**config.mk**
```make
export PLATFORM = sky130hd
export DESIGN_NAME = lsu_unit
export DESIGN_NICKNAME = d
export VERILOG_FILES = /design/src/rtl/lsu_pkg.sv /design/src/rtl/lsu_commit_arb.sv /design/src/rtl/lsu_pending_table.sv /design/src/rtl/lsu_req_format.sv /design/src/rtl/lsu_rsp_format.sv /design/src/rtl/lsu_unit.sv
export SDC_FILE = /design/constraint.sdc
export NUM_CORES = 1
export LEC_CHECK = 0
export BUFFER_PORTS_ARGS = -buffer_cell sky130_fd_sc_hd__buf_2
export CAP_MARGIN = 20
export CORE_AREA = 2 2 343 345
export CTS_BUF_LIST = sky130_fd_sc_hd__clkbuf_4 sky130_fd_sc_hd__clkbuf_8
export CTS_CLUSTER_DIAMETER = 30
export DETAILED_ROUTE_END_ITERATION = 10
export DIE_AREA = 0 0 345 347
export PLACE_DENSITY_LB_ADDON = 0.25
export SYNTH_ARGS = -nofsm -noshare
export SYNTH_HDL_FRONTEND = slang
export SYNTH_SLANG_ARGS = --single-unit
```
**constraint.sdc**
```tcl
create_clock -name clk -period 16.5 [get_ports clk]
set_input_delay 2.475 -clock clk [delete_from_list [all_inputs] [get_ports clk]]
set_output_delay 2.475 -clock clk [all_outputs]
set_load 0.02 [all_outputs]
```
**src/rtl/lsu_pkg.sv**
```systemverilog
// load/store unit shared types

package lsu_pkg;

    parameter int XLEN       = 32;
    parameter int WORD_BYTES = 4;
    parameter int NUM_LANES  = 4;
    parameter int UUID_BITS  = 8;
    parameter int REG_BITS   = 5;
    // caps the pending table at 16 slots
    parameter int TAG_BITS   = 4;
    parameter int OFF_BITS   = $clog2(WORD_BYTES);
    parameter int ADDR_BITS  = XLEN - OFF_BITS;

    typedef enum logic [3:0] {
        LB    = 4'h0,
        LH    = 4'h1,
        LW    = 4'h2,
        LBU   = 4'h3,
        LHU   = 4'h4,
        SB    = 4'h5,
        SH    = 4'h6,
        SW    = 4'h7,
        FENCE = 4'h8
    } lsu_op_e;

    typedef struct packed {
        logic [UUID_BITS-1:0]           uuid;
        lsu_op_e                        op;
        logic [NUM_LANES-1:0]           tmask;
        logic [NUM_LANES-1:0][XLEN-1:0] rs1;
        logic [NUM_LANES-1:0][XLEN-1:0] rs2;
        logic [XLEN-1:0]                imm;
        logic [REG_BITS-1:0]            rd;
    } dispatch_t;

    // rw high for a store
    typedef struct packed {
        logic                                 rw;
        logic [NUM_LANES-1:0]                 mask;
        logic [NUM_LANES-1:0][ADDR_BITS-1:0]  addr;
        logic [NUM_LANES-1:0][WORD_BYTES-1:0] byteen;
        logic [NUM_LANES-1:0][XLEN-1:0]       data;
        logic [TAG_BITS-1:0]                  tag;
    } mem_req_t;

    typedef struct packed {
        logic [NUM_LANES-1:0]           mask;
        logic [NUM_LANES-1:0][XLEN-1:0] data;
        logic [TAG_BITS-1:0]            tag;
    } mem_rsp_t;

    typedef struct packed {
        logic [UUID_BITS-1:0]           uuid;
        logic [NUM_LANES-1:0]           tmask;
        logic [REG_BITS-1:0]            rd;
        logic                           wb;
        logic [NUM_LANES-1:0][XLEN-1:0] data;
    } commit_t;

    typedef struct packed {
        logic [UUID_BITS-1:0]               uuid;
        lsu_op_e                            op;
        logic [NUM_LANES-1:0]               tmask;
        logic [REG_BITS-1:0]                rd;
        logic [NUM_LANES-1:0][OFF_BITS-1:0] offset;
    } pend_entry_t;

endpackage

```
**src/rtl/lsu_commit_arb.sv**
```systemverilog
// commit arbiter

`timescale 1ns/10ps

module lsu_commit_arb import lsu_pkg::*; (
    input  logic    clk,
    input  logic    reset,
    input  logic    ld_valid,
    input  commit_t ld_commit,
    output logic    ld_ready,
    input  logic    st_valid,
    input  commit_t st_commit,
    output logic    st_ready,
    output logic    commit_valid,
    output commit_t commit,
    input  logic    commit_ready
);

    logic room;
    logic take;

    // register empty or draining this cycle
    assign room = !commit_valid || commit_ready;
    assign take = room && (ld_valid || st_valid);

    // loads have fixed priority
    assign ld_ready = room;
    assign st_ready = room && !ld_valid;

    always_ff @(posedge clk) begin
        if (reset) begin
            commit_valid <= 1'b0;
        end else if (room) begin
            commit_valid <= ld_valid || st_valid;
        end
    end

    always_ff @(posedge clk) begin
        if (take) begin
            commit <= ld_valid ? ld_commit : st_commit;
        end
    end

endmodule

```
**src/rtl/lsu_pending_table.sv**
```systemverilog
// pending load table

`timescale 1ns/10ps

module lsu_pending_table import lsu_pkg::*; #(
    parameter int QUEUE_SIZE = 8
) (
    input  logic                clk,
    input  logic                reset,
    input  logic                alloc_en,
    input  pend_entry_t         alloc_entry,
    output logic [TAG_BITS-1:0] alloc_tag,
    output logic                has_free,
    output logic                is_empty,
    input  logic                release_en,
    input  logic [TAG_BITS-1:0] lookup_tag,
    output pend_entry_t         lookup_entry
);

    logic [QUEUE_SIZE-1:0] busy_q;
    logic [QUEUE_SIZE-1:0] busy_n;
    logic [TAG_BITS-1:0]   tag_q;
    logic [TAG_BITS-1:0]   tag_n;
    logic                  free_q;
    logic                  free_n;

    pend_entry_t entries [QUEUE_SIZE];

    always_comb begin
        busy_n = busy_q;
        for (int i = 0; i < QUEUE_SIZE; i++) begin
            if (alloc_en && tag_q == TAG_BITS'(i)) begin
                busy_n[i] = 1'b1;
            end
            if (release_en && lookup_tag == TAG_BITS'(i)) begin
                busy_n[i] = 1'b0;
            end
        end
        // lowest free slot wins
        free_n = 1'b0;
        tag_n  = '0;
        for (int i = QUEUE_SIZE - 1; i >= 0; i--) begin
            if (!busy_n[i]) begin
                free_n = 1'b1;
                tag_n  = TAG_BITS'(i);
            end
        end
    end

    // offered tag only moves once taken, so a stalled request keeps it
    always_ff @(posedge clk) begin
        if (reset) begin
            busy_q <= '0;
            tag_q  <= '0;
            free_q <= 1'b1;
        end else begin
            busy_q <= busy_n;
            if (alloc_en || !free_q) begin
                tag_q  <= tag_n;
                free_q <= free_n;
            end
        end
    end

    always_ff @(posedge clk) begin
        for (int i = 0; i < QUEUE_SIZE; i++) begin
            if (alloc_en && tag_q == TAG_BITS'(i)) begin
                entries[i] <= alloc_entry;
            end
        end
    end

    always_comb begin
        lookup_entry = entries[0];
        for (int i = 1; i < QUEUE_SIZE; i++) begin
            if (lookup_tag == TAG_BITS'(i)) begin
                lookup_entry = entries[i];
            end
        end
    end

    assign alloc_tag = tag_q;
    assign has_free  = free_q;
    assign is_empty  = ~|busy_q;

endmodule

```
**src/rtl/lsu_req_format.sv**
```systemverilog
// memory request formatter

`timescale 1ns/10ps

module lsu_req_format import lsu_pkg::*; (
    input  logic                clk,
    input  logic                reset,
    input  logic                disp_valid,
    input  dispatch_t           disp,
    output logic                disp_ready,
    output logic                mem_req_valid,
    output mem_req_t            mem_req,
    input  logic                mem_req_ready,
    input  logic                has_free,
    input  logic                is_empty,
    input  logic [TAG_BITS-1:0] alloc_tag,
    output logic                alloc_en,
    output pend_entry_t         alloc_entry,
    output logic                st_valid,
    output commit_t             st_commit,
    input  logic                st_ready
);

    logic is_load;
    logic is_fence;
    logic is_store;
    logic size_byte;
    logic size_half;
    logic fence_armed;
    logic fence_go;

    logic [NUM_LANES-1:0][XLEN-1:0]       full_addr;
    logic [NUM_LANES-1:0][OFF_BITS-1:0]   req_off;
    logic [NUM_LANES-1:0][ADDR_BITS-1:0]  req_addr;
    logic [NUM_LANES-1:0][WORD_BYTES-1:0] req_byteen;
    logic [NUM_LANES-1:0][XLEN-1:0]       req_data;

    assign is_load   = disp.op inside {LB, LH, LW, LBU, LHU};
    assign is_fence  = (disp.op == FENCE);
    assign is_store  = !is_load && !is_fence;
    assign size_byte = disp.op inside {LB, LBU, SB};
    assign size_half = disp.op inside {LH, LHU, SH};

    always_comb begin
        for (int i = 0; i < NUM_LANES; i++) begin
            full_addr[i] = disp.rs1[i] + disp.imm;
            req_off[i]   = full_addr[i][OFF_BITS-1:0];
            req_addr[i]  = full_addr[i][XLEN-1:OFF_BITS];
            if (size_byte) begin
                req_byteen[i] = WORD_BYTES'(1) << req_off[i];
            end else if (size_half) begin
                req_byteen[i] = WORD_BYTES'(3) << {req_off[i][1], 1'b0};
            end else begin
                req_byteen[i] = '1;
            end
            // store data moves up to its byte lane
            req_data[i] = disp.rs2[i] << {req_off[i], 3'b000};
        end
    end

    // fence goes one cycle after it first sees the table drained
    always_ff @(posedge clk) begin
        if (reset) begin
            fence_armed <= 1'b0;
        end else if (disp_valid && disp_ready) begin
            fence_armed <= 1'b0;
        end else if (disp_valid && is_fence && is_empty) begin
            fence_armed <= 1'b1;
        end
    end

    assign fence_go = fence_armed && is_empty;

    assign mem_req_valid = disp_valid && (is_load ? has_free : (is_store && st_ready));

    always_comb begin
        if (is_fence) begin
            disp_ready = fence_go && st_ready;
        end else if (is_load) begin
            disp_ready = mem_req_ready && has_free;
        end else begin
            disp_ready = mem_req_ready && st_ready;
        end
    end

    always_comb begin
        mem_req.rw     = is_store;
        mem_req.mask   = disp.tmask;
        mem_req.addr   = req_addr;
        mem_req.byteen = req_byteen;
        mem_req.data   = req_data;
        mem_req.tag    = alloc_tag;
    end

    assign alloc_en = disp_valid && is_load && has_free && mem_req_ready;

    always_comb begin
        alloc_entry.uuid   = disp.uuid;
        alloc_entry.op     = disp.op;
        alloc_entry.tmask  = disp.tmask;
        alloc_entry.rd     = disp.rd;
        alloc_entry.offset = req_off;
    end

    // store commits alongside its request, fence once drained
    assign st_valid = disp_valid && (is_fence ? fence_go : (is_store && mem_req_ready));

    always_comb begin
        st_commit.uuid  = disp.uuid;
        st_commit.tmask = disp.tmask;
        st_commit.rd    = '0;
        st_commit.wb    = 1'b0;
        st_commit.data  = '0;
    end

endmodule

```
**src/rtl/lsu_rsp_format.sv**
```systemverilog
// load response formatter

`timescale 1ns/10ps

module lsu_rsp_format import lsu_pkg::*; (
    input  logic                mem_rsp_valid,
    input  mem_rsp_t            mem_rsp,
    output logic                mem_rsp_ready,
    output logic [TAG_BITS-1:0] lookup_tag,
    input  pend_entry_t         lookup_entry,
    output logic                release_en,
    output logic                ld_valid,
    output commit_t             ld_commit,
    input  logic                ld_ready
);

    logic [NUM_LANES-1:0]           lane_on;
    logic [NUM_LANES-1:0][15:0]     rsp_half;
    logic [NUM_LANES-1:0][7:0]      rsp_byte;
    logic [NUM_LANES-1:0][XLEN-1:0] rsp_data;

    assign lookup_tag = mem_rsp.tag;
    assign lane_on    = lookup_entry.tmask & mem_rsp.mask;

    always_comb begin
        for (int i = 0; i < NUM_LANES; i++) begin
            rsp_half[i] = lookup_entry.offset[i][1] ? mem_rsp.data[i][31:16]
                                                    : mem_rsp.data[i][15:0];
            rsp_byte[i] = lookup_entry.offset[i][0] ? rsp_half[i][15:8] : rsp_half[i][7:0];
            case (lookup_entry.op)
                LB: begin
                    rsp_data[i] = {{(XLEN-8){rsp_byte[i][7]}}, rsp_byte[i]};
                end
                LH: begin
                    rsp_data[i] = {{(XLEN-16){rsp_half[i][15]}}, rsp_half[i]};
                end
                LBU: begin
                    rsp_data[i] = {{(XLEN-8){1'b0}}, rsp_byte[i]};
                end
                LHU: begin
                    rsp_data[i] = {{(XLEN-16){1'b0}}, rsp_half[i]};
                end
                default: begin
                    rsp_data[i] = mem_rsp.data[i];
                end
            endcase
            // inactive lanes read as zero
            if (!lane_on[i]) begin
                rsp_data[i] = '0;
            end
        end
    end

    assign ld_valid      = mem_rsp_valid;
    assign mem_rsp_ready = ld_ready;
    assign release_en    = mem_rsp_valid && ld_ready;

    always_comb begin
        ld_commit.uuid  = lookup_entry.uuid;
        ld_commit.tmask = lookup_entry.tmask;
        ld_commit.rd    = lookup_entry.rd;
        ld_commit.wb    = 1'b1;
        ld_commit.data  = rsp_data;
    end

endmodule

```
**src/rtl/lsu_unit.sv**
```systemverilog
// load/store unit top

`timescale 1ns/10ps

module lsu_unit import lsu_pkg::*; #(
    parameter int QUEUE_SIZE = 8
) (
    input  logic      clk,
    input  logic      reset,
    input  logic      disp_valid,
    input  dispatch_t disp,
    output logic      disp_ready,
    output logic      mem_req_valid,
    output mem_req_t  mem_req,
    input  logic      mem_req_ready,
    input  logic      mem_rsp_valid,
    input  mem_rsp_t  mem_rsp,
    output logic      mem_rsp_ready,
    output logic      commit_valid,
    output commit_t   commit,
    input  logic      commit_ready
);

    logic                has_free;
    logic                is_empty;
    logic [TAG_BITS-1:0] alloc_tag;
    logic                alloc_en;
    pend_entry_t         alloc_entry;
    logic                release_en;
    logic [TAG_BITS-1:0] lookup_tag;
    pend_entry_t         lookup_entry;
    logic                st_valid;
    commit_t             st_commit;
    logic                st_ready;
    logic                ld_valid;
    commit_t             ld_commit;
    logic                ld_ready;

    lsu_req_format i_req_format (
        .clk           (clk),
        .reset         (reset),
        .disp_valid    (disp_valid),
        .disp          (disp),
        .disp_ready    (disp_ready),
        .mem_req_valid (mem_req_valid),
        .mem_req       (mem_req),
        .mem_req_ready (mem_req_ready),
        .has_free      (has_free),
        .is_empty      (is_empty),
        .alloc_tag     (alloc_tag),
        .alloc_en      (alloc_en),
        .alloc_entry   (alloc_entry),
        .st_valid      (st_valid),
        .st_commit     (st_commit),
        .st_ready      (st_ready)
    );

    lsu_pending_table #(
        .QUEUE_SIZE (QUEUE_SIZE)
    ) i_pending_table (
        .clk          (clk),
        .reset        (reset),
        .alloc_en     (alloc_en),
        .alloc_entry  (alloc_entry),
        .alloc_tag    (alloc_tag),
        .has_free     (has_free),
        .is_empty     (is_empty),
        .release_en   (release_en),
        .lookup_tag   (lookup_tag),
        .lookup_entry (lookup_entry)
    );

    lsu_rsp_format i_rsp_format (
        .mem_rsp_valid (mem_rsp_valid),
        .mem_rsp       (mem_rsp),
        .mem_rsp_ready (mem_rsp_ready),
        .lookup_tag    (lookup_tag),
        .lookup_entry  (lookup_entry),
        .release_en    (release_en),
        .ld_valid      (ld_valid),
        .ld_commit     (ld_commit),
        .ld_ready      (ld_ready)
    );

    lsu_commit_arb i_commit_arb (
        .clk          (clk),
        .reset        (reset),
        .ld_valid     (ld_valid),
        .ld_commit    (ld_commit),
        .ld_ready     (ld_ready),
        .st_valid     (st_valid),
        .st_commit    (st_commit),
        .st_ready     (st_ready),
        .commit_valid (commit_valid),
        .commit       (commit),
        .commit_ready (commit_ready)
    );

endmodule

```
After elaboration in Yosys (flattened, before gate mapping)
Memories as Yosys holds them, arrays and structs flattened.
Cells that the tools add are included.
{"block": "totals", "out_inout_bits": 423, "memories": 1, "register_bits": 161, "elab_cells": 223, "inputBits": 451, "mem_bits_rw": 232}
{"block": "op_classes", "shifts": 12, "n_eq_ne": 24, "muxes": 105, "n_reduce_logical": 63, "bitwise": 1, "n_addsub": 4}
{"name": "i_pending_table.entries", "depth": 8, "word_bits": 29, "rd": 8, "rd_ports_with_merged_regs": 0, "write_ports": 1, "line_no": "lsu_pending_table.sv:27", "rtl": "pend_entry_t entries [QUEUE_SIZE];"}
{"operator": "$pmux W32 S4", "n": 4}
{"operator": "$mux W29", "n": 14}
{"operator": "$reduce_or A29 Y1", "n": 7}
{"operator": "$mux W146", "n": 1}
{"operator": "$add A32 B32 Y32", "n": 4}
{"operator": "$mux W32", "n": 4}
{"operator": "$shl A32 B5 Y32", "n": 4}
{"operator": "$mux W16", "n": 4}
{"operator": "$mux W1", "n": 51}
{"operator": "$eq A4 B3 Y1 const B", "n": 12}
{"operator": "$mux W3", "n": 15}
{"operator": "$logic_and A1 B1 Y1", "n": 34}
{"operator": "$mux W4", "n": 8}
{"operator": "$mux W8", "n": 4}
{"operator": "$eq A4 B2 Y1 const B", "n": 7}
{"operator": "$eq A4 B1 Y1 const B", "n": 4}
{"operator": "$logic_not A4 Y1", "n": 4}
{"operator": "$shl A1 B2 Y4 const A", "n": 4}
{"operator": "$shl A2 B2 Y4 const A", "n": 4}
{"operator": "$reduce_and A2 Y1", "n": 4}
{"operator": "$reduce_or A8 Y1", "n": 1}
{"operator": "$logic_not A1 Y1", "n": 6}
{"operator": "$reduce_bool A3 Y1", "n": 2}
{"operator": "$reduce_bool A5 Y1", "n": 1}
{"operator": "4 further kinds", "n": 6}

Logic depth before layout (Yosys ltp)
Gate-level depths: netlist (run 1).
{"block": "depth", "depth_word": 16, "depth_mapped": 15, "ltp_nobuf": 11}

Modules after synthesis
From an unflattened synthesis (run 1), not the netlist that was laid out.
{"block": "hier_totals", "hier_cells": 2984, "area_unflattened_um2": 29386.9}
{"module": "lsu_req_format", "instances": 1, "seq_area_each_um2": 20.0, "area_each_um2": 10219.8, "cells_per_inst": 1481}
{"module": "lsu_pending_table", "instances": 1, "seq_area_each_um2": 7206.9, "area_each_um2": 9875.7, "cells_per_inst": 660}
{"module": "lsu_commit_arb", "instances": 1, "seq_area_each_um2": 4404.2, "area_each_um2": 6234.7, "cells_per_inst": 315}
{"module": "lsu_rsp_format", "instances": 1, "seq_area_each_um2": 0.0, "area_each_um2": 3056.7, "cells_per_inst": 528}

Worst setup path after synthesis (run 1)
No wires, ideal clock.
{"block": "synth_path", "kind": "input-to-reg", "from": "input disp[300] (netlist bit)", "to": "register i_commit_arb.commit[0] (netlist name)", "n_path_buf": 0, "t_arrival_ps": 10720, "path_slack_ps": 5079, "cell_stages": 5, "path_cell_list": "or4b_2 nor4_1 a22o_1 nand2_1 a21oi_1"}
{"block": "synth_between", "elab_chain_len": 9}
{"item": "start, declared", "line_no": "lsu_unit.sv:11", "rtl": "input dispatch_t disp,"}
{"item": "$eq A4 B1 Y1 (tied with other cells)", "line_no": "lsu_req_format.sv:38", "rtl": "assign is_load = disp.op inside {LB, LH, LW, LBU, LHU};"}
{"item": "$reduce_bool A5 Y1", "line_no": "lsu_req_format.sv:38"}
{"item": "$logic_not A1 Y1", "line_no": "lsu_req_format.sv:40", "rtl": "assign is_store = !is_load && !is_fence;"}
{"item": "$logic_and A1 B1 Y1", "line_no": "lsu_req_format.sv:40"}
{"item": "$logic_and A1 B1 Y1", "line_no": "lsu_req_format.sv:106", "rtl": "assign st_valid = disp_valid && (is_fence ? fence_go : (is_store && mem_req_ready));"}
{"item": "$mux W1 *", "line_no": "lsu_req_format.sv:106"}
{"item": "$logic_and A1 B1 Y1 *", "line_no": "lsu_req_format.sv:106"}
{"item": "$logic_or A1 B1 Y1 *", "line_no": "lsu_commit_arb.sv:24", "rtl": "assign take = room && (ld_valid || st_valid);"}
{"item": "$logic_and A1 B1 Y1 *", "line_no": "lsu_commit_arb.sv:24"}
{"item": "net i_commit_arb.take", "line_no": "lsu_commit_arb.sv:20", "rtl": "logic take;"}
Mark *: on every way through the listed nets, which the timed path passes. The rest lies on a longest branch.
A chain may end at the register's enable or synchronous reset.

==> results of run 1 <==
## report_power, final
group,switching [mW],total (mW),internal [mW]
clock,0.467,1.14,0.673
combinational,0.721,1.08,0.355
sequential,0.00931,1.14,1.14
total,1.20,3.36,2.16
## placed cells by master (no fill, tap or decap), types with 13 or more instances in the layout
cell / instances
o31ai_1: 13
o21a_1: 20
o22ai_1: 14
o21ai_0: 109
nand3_1: 34
nor3_1: 21
diode_2: 15
nor2_1: 218
o21bai_1: 17
buf_4: 43
a22oi_1: 27
and3_1: 16
a21oi_1: 329
nand2b_1: 18
xnor2_1: 77
nor2b_1: 65
dfxtp_1: 14
a31oi_1: 25
nand4_1: 15
ha_1: 120
clkbuf_8: 80
mux2_2: 22
o21ai_1: 16
edfxtp_1: 378
o22a_1: 15
nand2_1: 197
a21o_1: 68
inv_1: 35
buf_2: 872
xor2_1: 28
and2_1: 46
mux2i_1: 145
a211oi_1: 96
## cells by family after synthesis
family                   count (synthesis)
XOR/XNOR                               105
flip-flops                             392
AO/OA/AOI/OAI                          870
multiplexers                           168
adder cells (fa/ha/maj)                128
buffers and inverters                  172
other                                    1
AND/OR/NAND/NOR                        697
## per-layer routing
layer	up-vias	global-route usage [%]	part of all wire, %
li1	11370	-	-
met1	11470	20.00	38
met2	854	33.42	52
met3	187	4.270	6.6
met4	36	6.033	2.8
met5	-	0	0.19
## final timing paths
kind,slack (ns),end
worst max-delay path,8.31,mem_req[234]
worst min-delay path,0.54,i_req_format.fence_armed$_SDFFE_PP0P_
worst max register to register,12.35,i_commit_arb.commit[65]$_SDFFCE_PN0P_
worst min register to register,0.54,i_req_format.fence_armed$_SDFFE_PP0P_
## metrics by stage
stage | setup slack (ns) | hold WS, ns | instances
after floorplan | 5.079 | 0.5005 | 2533
after global placement | 8.319 | 0.5280 | 4837
after detailed placement | 8.343 | 0.5277 | 4837
after CTS | 8.314 | 0.5363 | 4975
after global routing | 8.097 | 0.5828 | 4987
final | 8.314 | 0.5354 | 4992
## flip-flops by register name, indices dropped and copies added (netlist names)
register                   flops
i_req_format.fence_armed       1
i_commit_arb.commit          146
i_pending_table.alloc_tag      3
i_commit_arb.commit_valid      1
i_pending_table.has_free       1
i_pending_table.busy_q         8
i_pending_table.entries      232
## synthesized netlist by cell type, types with 7 or more instances
cell type / number
edfxtp_1: 378
a21oi_1: 330
nor2_1: 226
nand2_1: 197
mux2i_1: 145
ha_1: 124
o21ai_0: 109
a211oi_1: 96
xnor2_1: 77
a21o_1: 68
nor2b_1: 65
clkbuf_1: 60
and2_1: 46
buf_2: 35
inv_1: 35
nand3_1: 34
xor2_1: 28
a22oi_1: 27
a31oi_1: 25
buf_4: 24
nor3_1: 24
mux2_2: 22
o21a_1: 20
nand2b_1: 18
o21bai_1: 17
and3_1: 16
o21ai_1: 16
nand4_1: 15
o22a_1: 15
o22ai_1: 15
dfxtp_1: 14
o31ai_1: 13
a211oi_2: 11
buf_6: 10
o211ai_1: 9
or2_2: 9
a2bb2oi_1: 8
a32o_1: 8
o221ai_1: 8
buf_1: 7
## worst reg2reg max path, delay by kind of cell (launching register included)
kind	cells	cell delay [ns]
AO/OA/AOI/OAI	2	0.54
buffers and inverters	2	0.79
flip-flops	1	0.38
multiplexers	1	0.48
AND/OR/NAND/NOR	4	1.74
## final cells by class
type / instances / area [µm²] / share of cell area (%)
clock inverters: 50 / 629.4 / 1.871
repair buffers: 918 / 4746 / 14.11
diodes: 15 / 37.54 / 0.1116
well taps: 1524 / 1907 / 5.670
flip-flops and latches: 392 / 11630 / 34.59
clock buffers: 88 / 1161 / 3.453
inverters: 36 / 135.1 / 0.4018
multi-input cells: 1969 / 13380 / 39.79
==> run metrics, run 1 <==
slowest stage delay, CP 0.50 ns; Hold Startpoint i_req_format.fence_armed$_SDFFE_PP0P_; Die X-Extent 345 µm; Synth Flop Type edfxtp_1; largest family of logic cells by synthesized area compound AO/OA/AOI/OAI gates; highest attainable clock frequency approximately 0.12 GHz; final hold violation count 0; measured slew at the worst slew-check pin 0.9472 ns; Top delay family on crit path compound AO/OA/AOI/OAI gates; clk root buf clkbuf_8; Reg2Reg Depth 9; netlist area before placement 25780 µm²; adder-cell share of the synthesized area 6.329%; stages on the worst setup path 14; Sink Count 392; gpl congestion between 0.9 and 1; Final Cycle Share 49.61%; Final Cell Area 33630 µm²; Hold-fix buffers, CTS 0; outcome finished, final reports clean; area of the core 115700 µm²; fill cell count 12.43k; row count 125; Synth top area share 44.03%; clock slew at reported path FFs approximately 0.060 ns; CP Buf/Inv Count 3; Synth area leaders edfxtp_1 44%, a21oi_1 6.4%, ha_1 6.0%, mux2i_1 5.6%, nor2_1 3.3%; Cells after Synth between 2k and 3k; fin nets 3972; Async SR Flop Fraction 0%; Synth Net Count 3112; VDD IR-drop max 48.85 µV; number of global-route vias before repair 23.85k; Clock Path Buffers 3; Setup TNS Final 0 ns; count of cell types in the netlist ~100; pin count of the biggest net entering global routing ~130; H-tree Lvls 3; minimum clock period around 8 ns; crit path max-delay cell type a211oi_1; # port buffers 872; Yosys warnings 0; Detailed Route WL 113500 µm; post-DR vias/cell 4.789; layout cells sized above 1 approximately a third; Inserted Clock Buffers between 70 and 80; multiplexer share of the synthesized area 6.679%; 1st-pass router iterations 6; Slew Limit Headroom 36.67%; count of flip-flops with a built-in enable after synthesis 378; CTS tree yes; # resized after CTS 0; Power Dens Cells 99.95 nW/µm²; Initial Util between 20% and 30%; synthesis-to-layout area growth 30.45%; post-CTS setup buffer count 0; CP Max Fanout 4; DP Area 31760 µm²; LEAKAGE 14.09 nW; synthesized flop and latch total 392; Compound-Gate Fraction of Synth Area 21.95%; IO Count 874; Max Slew Vio Count 0; Setup Crit Path Kind input port to output pin; DRC violations left 0; worst hold path type flop to flop; worst path cell trace buf_2, ha_2, fa_2, a21o_1, a21oi_1, o21a_1, o32ai_1, buf_4, a21o_1, a211oi_1, o31ai_1, a41oi_1, xnor2_1, buf_2; die extent in y 347 µm; Worst setup EP type output pin; Setup Viol. Count Final 0; Worst-Skew Late Latency about 0.7 ns; Tot GR Track Use between 10% and 20%; hold path depth 2; Synth Area per Inst 10.18 µm²; initial DRC count 1378; register area share after synthesis 45.12%; dpl hpwl 87760 µm; total grt overflow 0; Fin Clk Skew 0.03518 ns; post-DR wirelength/cell 22.73 µm; max cap viols 0; antenna viol nets, final 0; full die area 119700 µm²; CP startpoint disp[5]; utilization of the core after routing 29.06%; Synth area leader edfxtp_1; antenna violations before repair 38; worst path required time 14.03 ns; Simple-Gate Fraction of Synth Area 13.02%; post-synthesis xor/xnor area fraction 3.567%; Via Count 23.91k; CP arrival 5.71 ns; RSZ-0062 raised after global routing false; post-layout total power 3.361 mW; Crit Reg-Reg Startpoint i_pending_table.entries[1][46]$_DFFE_PP_; CP Launch Type input port; first-pass GRT wire length 160700 µm
(Power assumes the default switching activity.)
==> run 2: changes to the inputs <==
- ABC_AREA: default -> 1
- CORE_AREA: 2 2 343 345 -> 2 2 341 343
- DIE_AREA: 0 0 345 347 -> 0 0 343 345
- clock period: 16.5 -> 8.5 ns (I/O delays scaled with it)
==> run 2 against run 1 <==
Critical path type unchanged. Synthesized cell count is 34% higher. Sequential power rose by 96%. Setup slack worse by 5.4 ns. Combinational power increased by 110%. Highest routed layer unchanged. Register-to-register slack got worse by 7.2 ns. Worst hold slack lost 0.031 ns. Largest power group is now the clock network. Non-clock buffer count shrank 12. Final cell count grew 17%. Total power grew 100%.
==> run metrics, run 2 <==
CP Buf/Inv Count 4 (+1); Tot GR Track Use 20.29% (+2.3 points); measured slew at the worst slew-check pin 0.9654 ns (+0.01820 ns); Synth Net Count 3968 (+28%); Hold WS 0.5042 ns (-0.03116 ns); Inserted Clock Buffers 83 (+9.2%); dpl ws 2.482 ns (-5.861 ns); Worst-Skew Late Latency 0.68 ns (about the same); Final Cycle Share 66.03%; netlist area before placement 26990 µm² (+4.7%); Biggest register i_pending_table.entries; number of global-route vias before repair 26.38k (+11%); VDD IR-drop max 100.2 µV (+110%); Power Dens Cells 195.7 nW/µm² (+96%); clock slew at reported path FFs 0.06 ns (about the same); synthesized flop and latch total 392 (unchanged); Largest regs i_pending_table.entries x232, i_commit_arb.commit x146, i_pending_table.busy_q x8; Yosys warnings 0 (unchanged); register area share after synthesis 43.10% (-2.0 points); CP Launch Type input port; Worst setup EP type output pin; fin cells 5852 (+17%); Initial Util 23.45% (+1.2 points); 1st-pass router iterations 8 (+2); Synth area leaders edfxtp_1 42%, nand2_1 11%, nor2_1 6.6%, ha_1 5.7%, inv_1 4.9%; Slew Limit Headroom 35.24% (-1.4 points); full die area 118300 µm² (-1.2%); Cells after Synth 3389 (+34%); Via Count 27.21k (+14%); post-DR vias/cell 4.650 (-2.9%); IO Count 874 (unchanged); number of flip-flops in the largest register 232 (unchanged); highest attainable clock frequency roughly 0.18 GHz; # resized after CTS 0 (unchanged); Top delay family on crit path buffers and inverters; clk root buf clkbuf_8; row count 125 (unchanged); Sink Count 392 (unchanged); Synth Flop Type edfxtp_1; Reg2Reg Depth 14 (+5); pin count of the biggest net entering global routing 102 (-23%); count leader, synth nand2_1; most common cell after layout, fill and taps aside buf_2; layout cells sized above 1 26.71% (-6.7 points); Die X-Extent 343 µm (-0.58%); outcome finished, final reports clean; # port buffers 872 (unchanged); min setup slack post-route 2.887 ns (-5.427 ns); most frequent cells in the layout 872 x buf_2, 790 x nand2_1, 466 x nor2_1; count of cell types in the netlist 57 (-45%); worst hold path type flop to flop; dpl hpwl 101700 µm (+16%); minimum clock period around 5.6 ns; hold path depth 2 (unchanged); reg2reg setup slack 5.11 ns (-7.24 ns); antenna viol nets, final 0 (unchanged); Synth Area per Inst 7.964 µm² (-22%); final hold violation count 0 (unchanged); first-pass GRT wire length 178300 µm (+11%); max cap viols 0 (unchanged); Max Slew Vio Count 0 (unchanged); most frequent cells after synthesis 791 x nand2_1, 474 x nor2_1, 378 x edfxtp_1, 351 x inv_1, 258 x a21oi_1; number of placed instances, taps included 5688 (+18%); CTS tree yes; fin nets 4828 (+22%); total grt overflow 0 (unchanged); stages on the worst setup path 8 (-6); utilization of the core after routing 30.24% (+1.2 points); Detailed Route WL 125600 µm (+11%); Hold-fix buffers, CTS 0 (unchanged); gpl congestion 0.9785 (+5.2%); RSZ-0062 raised after global routing false; post-CTS setup buffer count 0 (unchanged); crit path max-delay cell type inv_1; post-DR wirelength/cell 21.47 µm (-5.5%); Synth area leader edfxtp_1; Synth top area share 42.06% (-2.0 points); worst path required time 7.22 ns (-6.81 ns); synthesis-to-layout area growth 28.97%; Clock Path Buffers 3 (unchanged); CP arrival 4.34 ns (-1.37 ns); DRC violations left 0 (unchanged); initial DRC count 1757 (+28%); Worst path most repeated cell buf_2; LEAKAGE 16.03 nW (+14%); slowest stage delay, CP 0.63 ns (+0.13 ns); CP Max Fanout 29 (+25); Fin Clk Skew 0.04796 ns (+0.01278 ns); Setup Viol. Count Final 0 (unchanged); die extent in y 345 µm (-0.58%); antenna violations before repair 52 (+37%); area of the core 115100 µm² (-0.54%); H-tree Lvls 3 (unchanged); Async SR Flop Fraction 0% (unchanged); count of flip-flops with a built-in enable after synthesis 378 (unchanged); Setup Crit Path Kind input port to output pin; worst path cell trace buf_2, ha_1, fa_1, buf_4, inv_1, nand2_1, o221ai_1, buf_2; Setup TNS Final 0 ns (unchanged)
-- run 2: area by class of cell --
cell class / count / area [µm²]
sequential: 392 / 11630
clock inverter: 46 / 596.8
tap: 1524 / 1907
clock buffer: 103 / 1311
timing repair buffer: 906 / 4632
multi-input combinational: 2500 / 13310
fill: 12580 / 80300
inverter: 366 / 1376
antenna: 15 / 37.54
-- run 2: routing by layer --
layer / vias up / part of all wire, % / track usage (%) / routed length, µm
met2: 974 / 51 / 36.96 / 64230
met1: 12770 / 39 / 23.47 / 48820
li1: 13200 / - / - / -
met3: 214 / 6.4 / 3.985 / 7992
met5: - / 0.24 / 0 / 306
met4: 48 / 3.4 / 6.791 / 4277
-- run 2: worst register-to-register path, delay by kind of cell, from the launching register on --
kind	cells	cell delay [ns]
AOI/OAI and AO/OA	1	0.14
DFF	1	0.32
and+or+nand+nor	13	2.64
-- run 2: cell families (layout without fill, tap and decap cells) --
| logic type | count (synthesis) | after routing | share of synthesized area [%] |
|---|---|---|---|
| xor gates and xnor gates | 124 | 124 | 4.024 |
| other | 1 | 16 | 0.01389 |
| adders and majority gates | 128 | 128 | 6.045 |
| DFF | 392 | 392 | 43.10 |
| and+or+nand+nor | 1562 | 1562 | 23.84 |
| AOI/OAI and AO/OA | 685 | 685 | 15.20 |
| buffers and inverters | 497 | 1421 | 7.775 |
-- run 2: final timing paths --
check / end / start
worst min register to register: i_pending_table.alloc_tag[2]$_SDFFE_PP0P_ / i_pending_table.alloc_tag[2]$_SDFFE_PP0P_
worst max register to register: i_commit_arb.commit[117]$_SDFFCE_PN0P_ / i_pending_table.entries[0][36]$_DFFE_PP_
worst max-delay path: mem_req[54] / disp[5]
worst min-delay path: i_pending_table.alloc_tag[2]$_SDFFE_PP0P_ / i_pending_table.alloc_tag[2]$_SDFFE_PP0P_
-- run 2: per-stage QoR --
| stage | power, mW | instance area (µm²) |
|---|---|---|
| global placement | 4.571 | 32860 |
| floorplan | 3.654 | 26990 |
| global route | 7.152 | 34800 |
| finish | 6.811 | 34810 |
| CTS | 6.909 | 34770 |
| detailed placement | 4.567 | 32860 |
-- run 2: where the power goes --
group          internal (mW)  switching (mW)
Clock                   1.40           0.901
Sequential              2.22          0.0241
Combinational          0.663            1.60
